**src/cpu_types_pkg.sv**
```systemverilog
/*
  CPU types package
  Word and register types, ALU opcodes and the request, response
  and flag structs shared by the execute slice
*/

package cpu_types_pkg;

  // Datapath widths
  localparam int WORD_W     = 32;
  localparam int REG_COUNT  = 32;
  localparam int REG_ADDR_W = $clog2(REG_COUNT);

  // Data word for operands, immediates and results
  typedef logic [WORD_W-1:0] word_t;

  // Register number
  typedef logic [REG_ADDR_W-1:0] reg_addr_t;

  // ALU operations
  typedef enum logic [3:0] {
    ALU_SLL  = 4'd0,
    ALU_SRL  = 4'd1,
    ALU_ADD  = 4'd2,
    ALU_SUB  = 4'd3,
    ALU_AND  = 4'd4,
    ALU_OR   = 4'd5,
    ALU_XOR  = 4'd6,
    ALU_NOR  = 4'd7,
    ALU_SLT  = 4'd8,
    ALU_SLTU = 4'd9
  } aluop_t;

  // ALU status flags
  typedef struct packed {
    logic negative;
    logic overflow;
    logic zero;
  } alu_flags_t;

  // Operation request
  typedef struct packed {
    aluop_t    op;
    reg_addr_t rs;
    reg_addr_t rt;
    logic      use_imm;   // imm replaces rt as operand B
    word_t     imm;
    reg_addr_t rd;
  } exec_req_t;

  // Operation response
  typedef struct packed {
    word_t      result;
    reg_addr_t  rd;
    alu_flags_t flags;
  } exec_rsp_t;

endpackage

```
**src/alu.sv**
```systemverilog
/*
  ALU
  Combinational 32-bit ALU with negative, overflow and zero flags
*/

`timescale 1ns/1ns

module alu (
  input  cpu_types_pkg::aluop_t     op,
  input  cpu_types_pkg::word_t      port_a,
  input  cpu_types_pkg::word_t      port_b,
  output cpu_types_pkg::word_t      result,
  output cpu_types_pkg::alu_flags_t flags
);

  localparam int MSB = cpu_types_pkg::WORD_W - 1;

  cpu_types_pkg::word_t sum;
  cpu_types_pkg::word_t diff;
  logic [4:0]           shamt;
  logic                 add_ovf;
  logic                 sub_ovf;
  logic                 lt_signed;
  logic                 lt_unsigned;

  assign sum   = port_a + port_b;
  assign diff  = port_a - port_b;
  assign shamt = port_b[4:0];

  // Same-sign operands whose sum flips sign
  assign add_ovf = (port_a[MSB] == port_b[MSB]) && (sum[MSB] != port_a[MSB]);

  // Mixed-sign operands whose difference leaves the sign of A
  assign sub_ovf = (port_a[MSB] != port_b[MSB]) && (diff[MSB] != port_a[MSB]);

  assign lt_signed   = $signed(port_a) < $signed(port_b);
  assign lt_unsigned = port_a < port_b;

  always_comb begin
    result         = '0;
    flags.overflow = 1'b0;
    case (op)
      cpu_types_pkg::ALU_SLL: begin
        result = port_a << shamt;
      end
      cpu_types_pkg::ALU_SRL: begin
        result = port_a >> shamt;
      end
      cpu_types_pkg::ALU_ADD: begin
        result         = sum;
        flags.overflow = add_ovf;
      end
      cpu_types_pkg::ALU_SUB: begin
        result         = diff;
        flags.overflow = sub_ovf;
      end
      cpu_types_pkg::ALU_AND: begin
        result = port_a & port_b;
      end
      cpu_types_pkg::ALU_OR: begin
        result = port_a | port_b;
      end
      cpu_types_pkg::ALU_XOR: begin
        result = port_a ^ port_b;
      end
      cpu_types_pkg::ALU_NOR: begin
        result = ~(port_a | port_b);
      end
      cpu_types_pkg::ALU_SLT: begin
        result = cpu_types_pkg::word_t'(lt_signed);
      end
      cpu_types_pkg::ALU_SLTU: begin
        result = cpu_types_pkg::word_t'(lt_unsigned);
      end
      default: begin
        // Unused encodings give zero
        result = '0;
      end
    endcase
    // Flags that follow the result alone
    flags.negative = result[MSB];
    flags.zero     = (result == '0);
  end

endmodule

```
**src/alu_exec_top.sv**
```systemverilog
/*
  ALU execute slice top level
  Connects the execute pipeline, register file and ALU
*/

`timescale 1ns/1ns

module alu_exec_top (
  input  logic                     CLK,
  input  logic                     reset,
  input  logic                     req_valid,
  output logic                     req_ready,
  input  cpu_types_pkg::exec_req_t req,
  output logic                     rsp_valid,
  input  logic                     rsp_ready,
  output cpu_types_pkg::exec_rsp_t rsp
);

  cpu_types_pkg::reg_addr_t  rs_addr;
  cpu_types_pkg::reg_addr_t  rt_addr;
  cpu_types_pkg::word_t      rs_data;
  cpu_types_pkg::word_t      rt_data;
  cpu_types_pkg::aluop_t     alu_op;
  cpu_types_pkg::word_t      alu_a;
  cpu_types_pkg::word_t      alu_b;
  cpu_types_pkg::word_t      alu_result;
  cpu_types_pkg::alu_flags_t alu_flags;
  logic                      wr_en;
  cpu_types_pkg::reg_addr_t  wr_addr;
  cpu_types_pkg::word_t      wr_data;

  exec_pipeline exec_pipeline_i (
    .CLK        (CLK),
    .reset      (reset),
    .req_valid  (req_valid),
    .req_ready  (req_ready),
    .req        (req),
    .rsp_valid  (rsp_valid),
    .rsp_ready  (rsp_ready),
    .rsp        (rsp),
    .rs_addr    (rs_addr),
    .rt_addr    (rt_addr),
    .rs_data    (rs_data),
    .rt_data    (rt_data),
    .alu_op     (alu_op),
    .alu_a      (alu_a),
    .alu_b      (alu_b),
    .alu_result (alu_result),
    .alu_flags  (alu_flags),
    .wr_en      (wr_en),
    .wr_addr    (wr_addr),
    .wr_data    (wr_data)
  );

  register_file register_file_i (
    .CLK     (CLK),
    .reset   (reset),
    .rs_addr (rs_addr),
    .rt_addr (rt_addr),
    .rs_data (rs_data),
    .rt_data (rt_data),
    .wr_en   (wr_en),
    .wr_addr (wr_addr),
    .wr_data (wr_data)
  );

  alu alu_i (
    .op     (alu_op),
    .port_a (alu_a),
    .port_b (alu_b),
    .result (alu_result),
    .flags  (alu_flags)
  );

endmodule

```
**src/exec_pipeline.sv**
```systemverilog
/*
  Execute pipeline
  Issue stage and response register with valid/ready flow control,
  operand selection and register writeback
*/

`timescale 1ns/1ns

module exec_pipeline (
  input  logic                      CLK,
  input  logic                      reset,

  // Request port
  input  logic                      req_valid,
  output logic                      req_ready,
  input  cpu_types_pkg::exec_req_t  req,

  // Response port
  output logic                      rsp_valid,
  input  logic                      rsp_ready,
  output cpu_types_pkg::exec_rsp_t  rsp,

  // Register file read
  output cpu_types_pkg::reg_addr_t  rs_addr,
  output cpu_types_pkg::reg_addr_t  rt_addr,
  input  cpu_types_pkg::word_t      rs_data,
  input  cpu_types_pkg::word_t      rt_data,

  // ALU
  output cpu_types_pkg::aluop_t     alu_op,
  output cpu_types_pkg::word_t      alu_a,
  output cpu_types_pkg::word_t      alu_b,
  input  cpu_types_pkg::word_t      alu_result,
  input  cpu_types_pkg::alu_flags_t alu_flags,

  // Register file write
  output logic                      wr_en,
  output cpu_types_pkg::reg_addr_t  wr_addr,
  output cpu_types_pkg::word_t      wr_data
);

  // Stage 1 holds the accepted request
  logic                     s1_valid;
  cpu_types_pkg::exec_req_t s1_req;

  // Response register
  logic                     rsp_valid_q;
  cpu_types_pkg::exec_rsp_t rsp_q;

  logic accept;
  logic advance;

  // Stage 1 moves on when the response slot is free or being emptied
  assign advance   = s1_valid && (!rsp_valid_q || rsp_ready);
  assign req_ready = !s1_valid || advance;
  assign accept    = req_valid && req_ready;

  always_ff @(posedge CLK) begin
    if (reset) begin
      s1_valid <= 1'b0;
    end else if (accept) begin
      s1_valid <= 1'b1;
    end else if (advance) begin
      s1_valid <= 1'b0;
    end
  end

  always_ff @(posedge CLK) begin
    if (accept) begin
      s1_req <= req;
    end
  end

  // Operand fetch and select
  assign rs_addr = s1_req.rs;
  assign rt_addr = s1_req.rt;
  assign alu_op  = s1_req.op;
  assign alu_a   = rs_data;
  assign alu_b   = s1_req.use_imm ? s1_req.imm : rt_data;

  always_ff @(posedge CLK) begin
    if (reset) begin
      rsp_valid_q <= 1'b0;
    end else if (advance) begin
      rsp_valid_q <= 1'b1;
    end else if (rsp_ready) begin
      rsp_valid_q <= 1'b0;
    end
  end

  always_ff @(posedge CLK) begin
    if (advance) begin
      rsp_q.result <= alu_result;
      rsp_q.rd     <= s1_req.rd;
      rsp_q.flags  <= alu_flags;
    end
  end

  assign rsp_valid = rsp_valid_q;
  assign rsp       = rsp_q;

  // Writeback on the same edge that fills the response register
  assign wr_en   = advance;
  assign wr_addr = s1_req.rd;
  assign wr_data = alu_result;

endmodule

```
**src/register_file.sv**
```systemverilog
/*
  Register file
  32 x 32 with two combinational read ports and one write port,
  register 0 reads as zero
*/

`timescale 1ns/1ns

module register_file (
  input  logic                     CLK,
  input  logic                     reset,
  input  cpu_types_pkg::reg_addr_t rs_addr,
  input  cpu_types_pkg::reg_addr_t rt_addr,
  output cpu_types_pkg::word_t     rs_data,
  output cpu_types_pkg::word_t     rt_data,
  input  logic                     wr_en,
  input  cpu_types_pkg::reg_addr_t wr_addr,
  input  cpu_types_pkg::word_t     wr_data
);

  // Only registers 1 and up have storage
  cpu_types_pkg::word_t regs [1:cpu_types_pkg::REG_COUNT-1];

  always_ff @(posedge CLK) begin
    if (reset) begin
      for (int i = 1; i < cpu_types_pkg::REG_COUNT; i++) begin
        regs[i] <= '0;
      end
    end else if (wr_en && (wr_addr != '0)) begin
      regs[wr_addr] <= wr_data;
    end
  end

  // Reads see the value before any write on the coming edge
  always_comb begin
    if (rs_addr == '0) begin
      rs_data = '0;
    end else begin
      rs_data = regs[rs_addr];
    end
  end

  always_comb begin
    if (rt_addr == '0) begin
      rt_data = '0;
    end else begin
      rt_data = regs[rt_addr];
    end
  end

endmodule

```
**config.mk**
```make
export PLATFORM = sky130hd
export DESIGN_NAME = alu_exec_top
export DESIGN_NICKNAME = d
export VERILOG_FILES = /design/src/cpu_types_pkg.sv /design/src/alu.sv /design/src/alu_exec_top.sv /design/src/exec_pipeline.sv /design/src/register_file.sv
export SDC_FILE = /design/constraint.sdc
export NUM_CORES = 2
export LEC_CHECK = 0
export ABC_AREA = 1
export BUFFER_PORTS_ARGS = -buffer_cell sky130_fd_sc_hd__buf_2
export CORE_ASPECT_RATIO = 1.4
export CORE_MARGIN = 5
export CORE_UTILIZATION = 40
export CTS_CLUSTER_DIAMETER = 50
export CTS_CLUSTER_SIZE = 20
export DETAILED_ROUTE_END_ITERATION = 12
export PLACE_DENSITY = 0.52
export SYNTH_ARGS = -nofsm -noshare
export SYNTH_HDL_FRONTEND = slang
export SYNTH_SLANG_ARGS = --single-unit
```
**constraint.sdc**
```tcl
create_clock -name CLK -period 13.7 [get_ports CLK]
set_clock_uncertainty 0.15 [all_clocks]
set_input_delay 0.685 -clock CLK [delete_from_list [all_inputs] [get_ports CLK]]
set_output_delay 0.685 -clock CLK [all_outputs]
set_load 0.02 [all_outputs]
```
-- Yosys cells after proc, flatten, opt, wreduce, memory -nomap -nowiden
Memory sizes are Yosys's and may differ from the RTL's. A register that Yosys moved wholly into a read port is not among the register bits.
Index checks and enable logic that the tools add are counted.
- $add $sub $neg: 2
- $lt $le $gt $ge: 2
- equality and inequality tests: 13
- shift operators: 2
- muxes and demuxes: 19
- bitwise operators: 4
- reductions and logical operators: 17
- operators by type and width (cell ; count):
    32-bit one-hot mux with 10 select lines ; 1
    32-bit two-way mux ; 4
    32-bit less-than comparator ; 2
    32-bit adder ; 1
    32-bit AND ; 1
    32-bit zero test ; 1
    32-bit NOT ; 1
    32-bit bitwise OR ; 1
    32-bit OR reduction ; 1
    32-bit by 5-bit << shifter with 32-bit output ; 1
    32-bit by 5-bit >> shifter with 32-bit output ; 1
    32-bit subtractor ; 1
    32-bit XOR ; 1
    4-bit by 3-bit equality test with 1-bit output (second input constant) ; 4
    5-bit two-way mux ; 3
    5-bit zero test ; 2
    1-bit two-way mux ; 10
    4-bit by 2-bit equality test with 1-bit output (second input constant) ; 2
    4-bit equality test (second input constant) ; 2
    1-bit logical AND ; 5
    5-bit nonzero test ; 1
    4-bit by 1-bit equality test with 1-bit output (second input constant) ; 1
    4-bit zero test ; 1
    2-bit nonzero test ; 2
    5 further kinds ; 9
- flip-flop bits (word level): 94
- RAM bits: 992
- input port bits: 56
- output and inout port bits: 42
- memories: 1
- memories (memory ; words ; bits a word ; read ports ; clocked after memory_dff ; write ports ; RTL line ; RTL):
    register_file_i.regs ; 31 ; 32 ; 2 ; 2 ; 31 ; register_file.sv:22 ; cpu_types_pkg::word_t regs [1:cpu_types_pkg::REG_COUNT-1];

-- Depth between registers and ports, before layout
- depth in word-level cells: 9
- depth in mapped cells: 36
- gate-level depth less buffers: 31

-- Hierarchy
Synthesis repeated with hierarchy kept, for this count alone.
- cell total of the unflattened synthesis: 9732
- area, all modules: 71153.2 um2
- modules (own cells, without submodules) (module ; instances ; cells an instance ; area an instance (um2)):
    register_file ; 1 ; 7253 ; 56573.0
    alu ; 1 ; 2189 ; 10498.8
    exec_pipeline ; 1 ; 290 ; 4081.4

-- Least setup slack after synthesis
OpenSTA, ideal clock, no wires.
- path kind: register -> register
- start: register (tool-made name)
- end: memory register_file_i.regs[10][29] in the netlist's numbering, data pin
- library setup time: 266 ps
- arrival: 4329 ps
- required time: 13284 ps
- setup slack: 8955 ps
- stages on the path, launching flop included: 30
- buffers on the path: 9
- period minus slack after synthesis: 4745 ps
- path through: dfxtp_1 > buf_6 > buf_6 > buf_4 > buf_6 > buf_2 > clkbuf_1 > clkbuf_1 > nor2_1 > o22ai_1 > o21ai_0 > o221ai_1 > nand3_1 > o21ai_0 > ha_1 > buf_2 > nor2_1 > inv_1 > nor4_1 > nand3_1 > nand3_1 > a21oi_1 > o21ai_0 > xor2_1 > nor2_1 > nor3_1 > nand2_1 > inv_2 > buf_2 > nor2_1
- RTL lines (what ; RTL line):
    to (decl) ; register_file.sv:22

==> impl_table.tex <==
\begin{tabular}{lr}
\hline
Metric & Value \\
\hline
\multicolumn{2}{l}{\textbf{Detailed routing}} \\
\quad Average routed wire per standard cell & 28.0 um \\
\quad Post-route ant nets & 0 \\
\quad Drc violations & 0 \\
\quad Via total after detailed routing & 66253 \\
\quad Wire length after detailed routing & 308000 um \\
\quad TritonRoute pass-1 iters & 9 \\
\quad DRT iter0 DRCs & 8695 \\
\quad Ratio of routed vias to standard cells & 6.03 \\
\multicolumn{2}{l}{\textbf{STA}} \\
\quad Worst relative slew slack & 20.9\% \\
\quad Period minus WS final & 8.90 ns \\
\quad Count of final setup violators & 0 \\
\quad Sum of negative setup slack & 0 ns \\
\quad Slew at the pin closest to its max-slew limit & 1.19 ns \\
\quad Unrepaired setup endpoints after global routing & false \\
\quad Max-slew violations & 0 \\
\quad Final Cycle Share & 64.9\% \\
\quad Final Hold Violating Endpoints & 0 \\
\quad Slack of the critical path & 4.80 ns \\
\quad Maximum clock rate & 0.112 GHz \\
\multicolumn{2}{l}{\textbf{Placed design}} \\
\quad Worst slack, placed & 5.19 ns \\
\quad Post-detailed-placement cell area & 70500 um2 \\
\quad Placer Congestion & 1.04 \\
\quad Number of buffers added on ports & 97 \\
\quad Half-perimeter wire length after placement & 191000 um \\
\multicolumn{2}{l}{\textbf{Cells and area}} \\
\quad Leading cell types in the layout, fill and taps excluded & 2082 x sky130\_fd\_sc\_hd\_\_nand2\_1, 1508 x sky130\_fd\_sc\_hd\_\_nor2\_1, 1329 x sky130\_fd\_sc\_hd\_\_nand3\_1 \\
\quad Layout cell share with drive strength beyond 1 & 6.80\% \\
\quad Share of the core filled with cells & 44.1\% \\
\quad Final instance area & 75100 um2 \\
\quad Post-layout nets & 8785 \\
\quad Area growth syn-to-layout & 9.42\% \\
\quad Leading cell type in the layout, fill and taps excluded & sky130\_fd\_sc\_hd\_\_nand2\_1 \\
\multicolumn{2}{l}{\textbf{Synth}} \\
\quad Number of warnings printed during yosys synthesis & 0 \\
\quad Fraction of registers with async set/reset & 0\% \\
\quad Post-synthesis instance area & 68600 um2 \\
\quad Post-synth top flop & sky130\_fd\_sc\_hd\_\_edfxtp\_1 \\
\quad Post-synthesis register bit count & 1127 \\
\quad Number of standard cells after synthesis & 8841 \\
\quad Unique masters post-synth & 53 \\
\quad Avg Inst Size Synth & 7.76 um2 \\
\quad EDFF count, synth & 1115 \\
\quad Sequential element share of the synthesized area & 49.2\% \\
\multicolumn{2}{l}{\textbf{Floorplan}} \\
\quad Initial cell density of the core & 40.3\% \\
\quad Count of boundary I/O pins & 98 \\
\quad Core outline area & 170000 um2 \\
\quad Die X & 360 um \\
\quad Height of the die & 500 um \\
\quad Number of core rows & 179 \\
\quad Total die area & 180000 um2 \\
\multicolumn{2}{l}{\textbf{Worst setup path}} \\
\quad Critical path data required time & 14.17 ns \\
\quad Startpoint kind of the worst setup timing path & flop \\
\quad Crit Path Category & flop to flop \\
\quad Critical-path cell with the highest stage delay & sky130\_fd\_sc\_hd\_\_nand3\_2 \\
\quad Critical Path Most Common Cell & sky130\_fd\_sc\_hd\_\_nand2\_1 \\
\quad Cell family with most CP delay & simple AND/OR/NAND/NOR gates \\
\quad CP max stage delay & 0.76 ns \\
\quad Sort of element at the end of the critical path & flop \\
\quad Buffers and inverters on the worst path & 5 \\
\quad Critical path data arrival time & 9.36 ns \\
\quad CP max FO & 123 \\
\multicolumn{2}{l}{\textbf{Clocking}} \\
\quad Max H-tree Level & 3 \\
\quad CTS max path bufs & 3 \\
\quad Post-cts resize count & 0 \\
\quad Clk slew on worst S/H paths & 0.08 ns \\
\quad Number of clock sinks & 1127 \\
\quad Later-pin clock latency in the skew report & 0.79 ns \\
\quad Number of buffers added by the clock tree synthesis step & 117 \\
\quad CTS tree & yes \\
\quad Root buffer cell & sky130\_fd\_sc\_hd\_\_clkbuf\_16 \\
\multicolumn{2}{l}{\textbf{GRT}} \\
\quad Antenna violations before repair & 13 \\
\quad Overflow left after global routing & 0 \\
\quad First-pass GRT wire length & 439000 um \\
\quad Vias in the first global route & 63727 \\
\quad Global routing usage summed across all routing layers & 32.9\% \\
\quad Largest net degree at the start of global routing & 175 \\
\multicolumn{2}{l}{\textbf{Run status}} \\
\quad Status & completed \\
\multicolumn{2}{l}{\textbf{Power and ir drop}} \\
\quad Power, Total & 10.2 mW \\
\quad Leakage power total & 30.8 nW \\
\quad Maximum vdd drop & 0.117 mV \\
\quad Power density cells & 136 nW/um2 \\
\multicolumn{2}{l}{\textbf{Run}} \\
\quad Number of max-cap violations & 0 \\
\multicolumn{2}{l}{\textbf{Min path}} \\
\quad Worst min path class & flop to flop \\
\hline
\end{tabular}
## worst reg2reg max path, delay by kind of cell (launching register included)
| family | cells | cell delay (ns) |
|---|---|---|
| buffers and inverters | 5 | 2.39 |
| adder cells (fa/ha/maj) | 2 | 0.65 |
| AND/OR/NAND/NOR | 18 | 3.22 |
| flip-flops | 1 | 0.49 |
| AO/OA/AOI/OAI | 5 | 1.83 |
## path summary, 6_finish.rpt
kind / from / to / slack [ns] / cells after the start
max: flop / exec_pipeline_i.rsp[0]$_DFFE_PP_ / 4.80 / 30
min: exec_pipeline_i.rt_addr[4]$_DFFE_PP_ / flop / 0.32 / 2
max reg2reg: flop / exec_pipeline_i.rsp[0]$_DFFE_PP_ / 4.80 / 30
min reg2reg: exec_pipeline_i.rt_addr[4]$_DFFE_PP_ / flop / 0.32 / 2
## state kept, by name, indices dropped and copies added, names as in the netlist, named ones only
signal                     cells
exec_pipeline_i.alu_op         4
exec_pipeline_i.rs_addr        5
exec_pipeline_i.rsp           39
exec_pipeline_i.rsp_valid      1
exec_pipeline_i.rt_addr        5
exec_pipeline_i.s1_req        33
exec_pipeline_i.s1_valid       1
exec_pipeline_i.wr_addr        5
register_file_i.regs        1024
## final cells by class
type / instances / area [um2]
inverters: 596 / 2290
diodes: 2 / 5.00
well taps: 2262 / 2830
multi-input cells: 6449 / 29600
fillers: 16980 / 95200
repair buffers: 338 / 2580
clock inverters: 88 / 973
clock buffers: 131 / 3050
flip-flops and latches: 1127 / 33800
## power breakdown
group	internal, mW	leakage, nW	switching [mW]	total, mW
Sequential	3.94	11.5	0.103	4.04
Clock	1.81	1.93	1.59	3.40
Combinational	0.636	17.3	2.09	2.73
## metrics by stage
stage / instances / hold WS, ns
floorplan: 8872 / 0.289
global route: 10992 / 0.346
global placement: 10718 / 0.308
CTS: 10991 / 0.290
detailed placement: 10718 / 0.308
finish: 10993 / 0.325
## logic make-up after synthesis
group / count (synthesis) / share of synthesized area, %
flops: 1127 / 49.2
fa+ha+maj: 100 / 1.85
simple gates: 5039 / 30.4
compound gates: 1272 / 10.4
buf+inv: 1296 / 8.10
other cells: 1 / 0.00547
xor+xnor: 6 / 0.0766
## synthesized netlist by cell type (21+ instances only)
cell / count / area share (%)
sky130_fd_sc_hd__o21ai_0: 690 / 5.0
sky130_fd_sc_hd__nand4_1: 21 / 0.19
sky130_fd_sc_hd__inv_2: 26 / 0.14
sky130_fd_sc_hd__inv_1: 557 / 3.0
sky130_fd_sc_hd__buf_2: 286 / 2.1
sky130_fd_sc_hd__o21ai_1: 35 / 0.26
sky130_fd_sc_hd__nor2_1: 1509 / 8.3
sky130_fd_sc_hd__a21oi_1: 151 / 1.1
sky130_fd_sc_hd__edfxtp_1: 1115 / 49
sky130_fd_sc_hd__nand2_1: 2113 / 12
sky130_fd_sc_hd__ha_1: 98 / 1.8
sky130_fd_sc_hd__a221oi_1: 22 / 0.28
sky130_fd_sc_hd__clkbuf_1: 308 / 1.7
sky130_fd_sc_hd__buf_4: 46 / 0.50
sky130_fd_sc_hd__o221ai_1: 49 / 0.63
sky130_fd_sc_hd__nand3_1: 1333 / 9.7
sky130_fd_sc_hd__o22ai_1: 251 / 2.3
sky130_fd_sc_hd__buf_1: 39 / 0.21
## repair_timing
action | 4_1_cts | 5_1_grt
hold buffers | 54 | 0
hold endpoints to repair | 63 | 0
setup buffers | 0 | 0
## metal layers
metal | share of wire, % | GRT usage, % | wire, um | vias to the layer above
li1 | - | - | - | 29333
met1 | 37 | 40.0 | 113000 | 31832
met2 | 47 | 54.9 | 145000 | 4084
met3 | 9.0 | 4.82 | 27800 | 994
met4 | 7.2 | 21.0 | 22300 | 10
met5 | 0.022 | 0 | 69 | -
(Power assumes the default switching activity.)
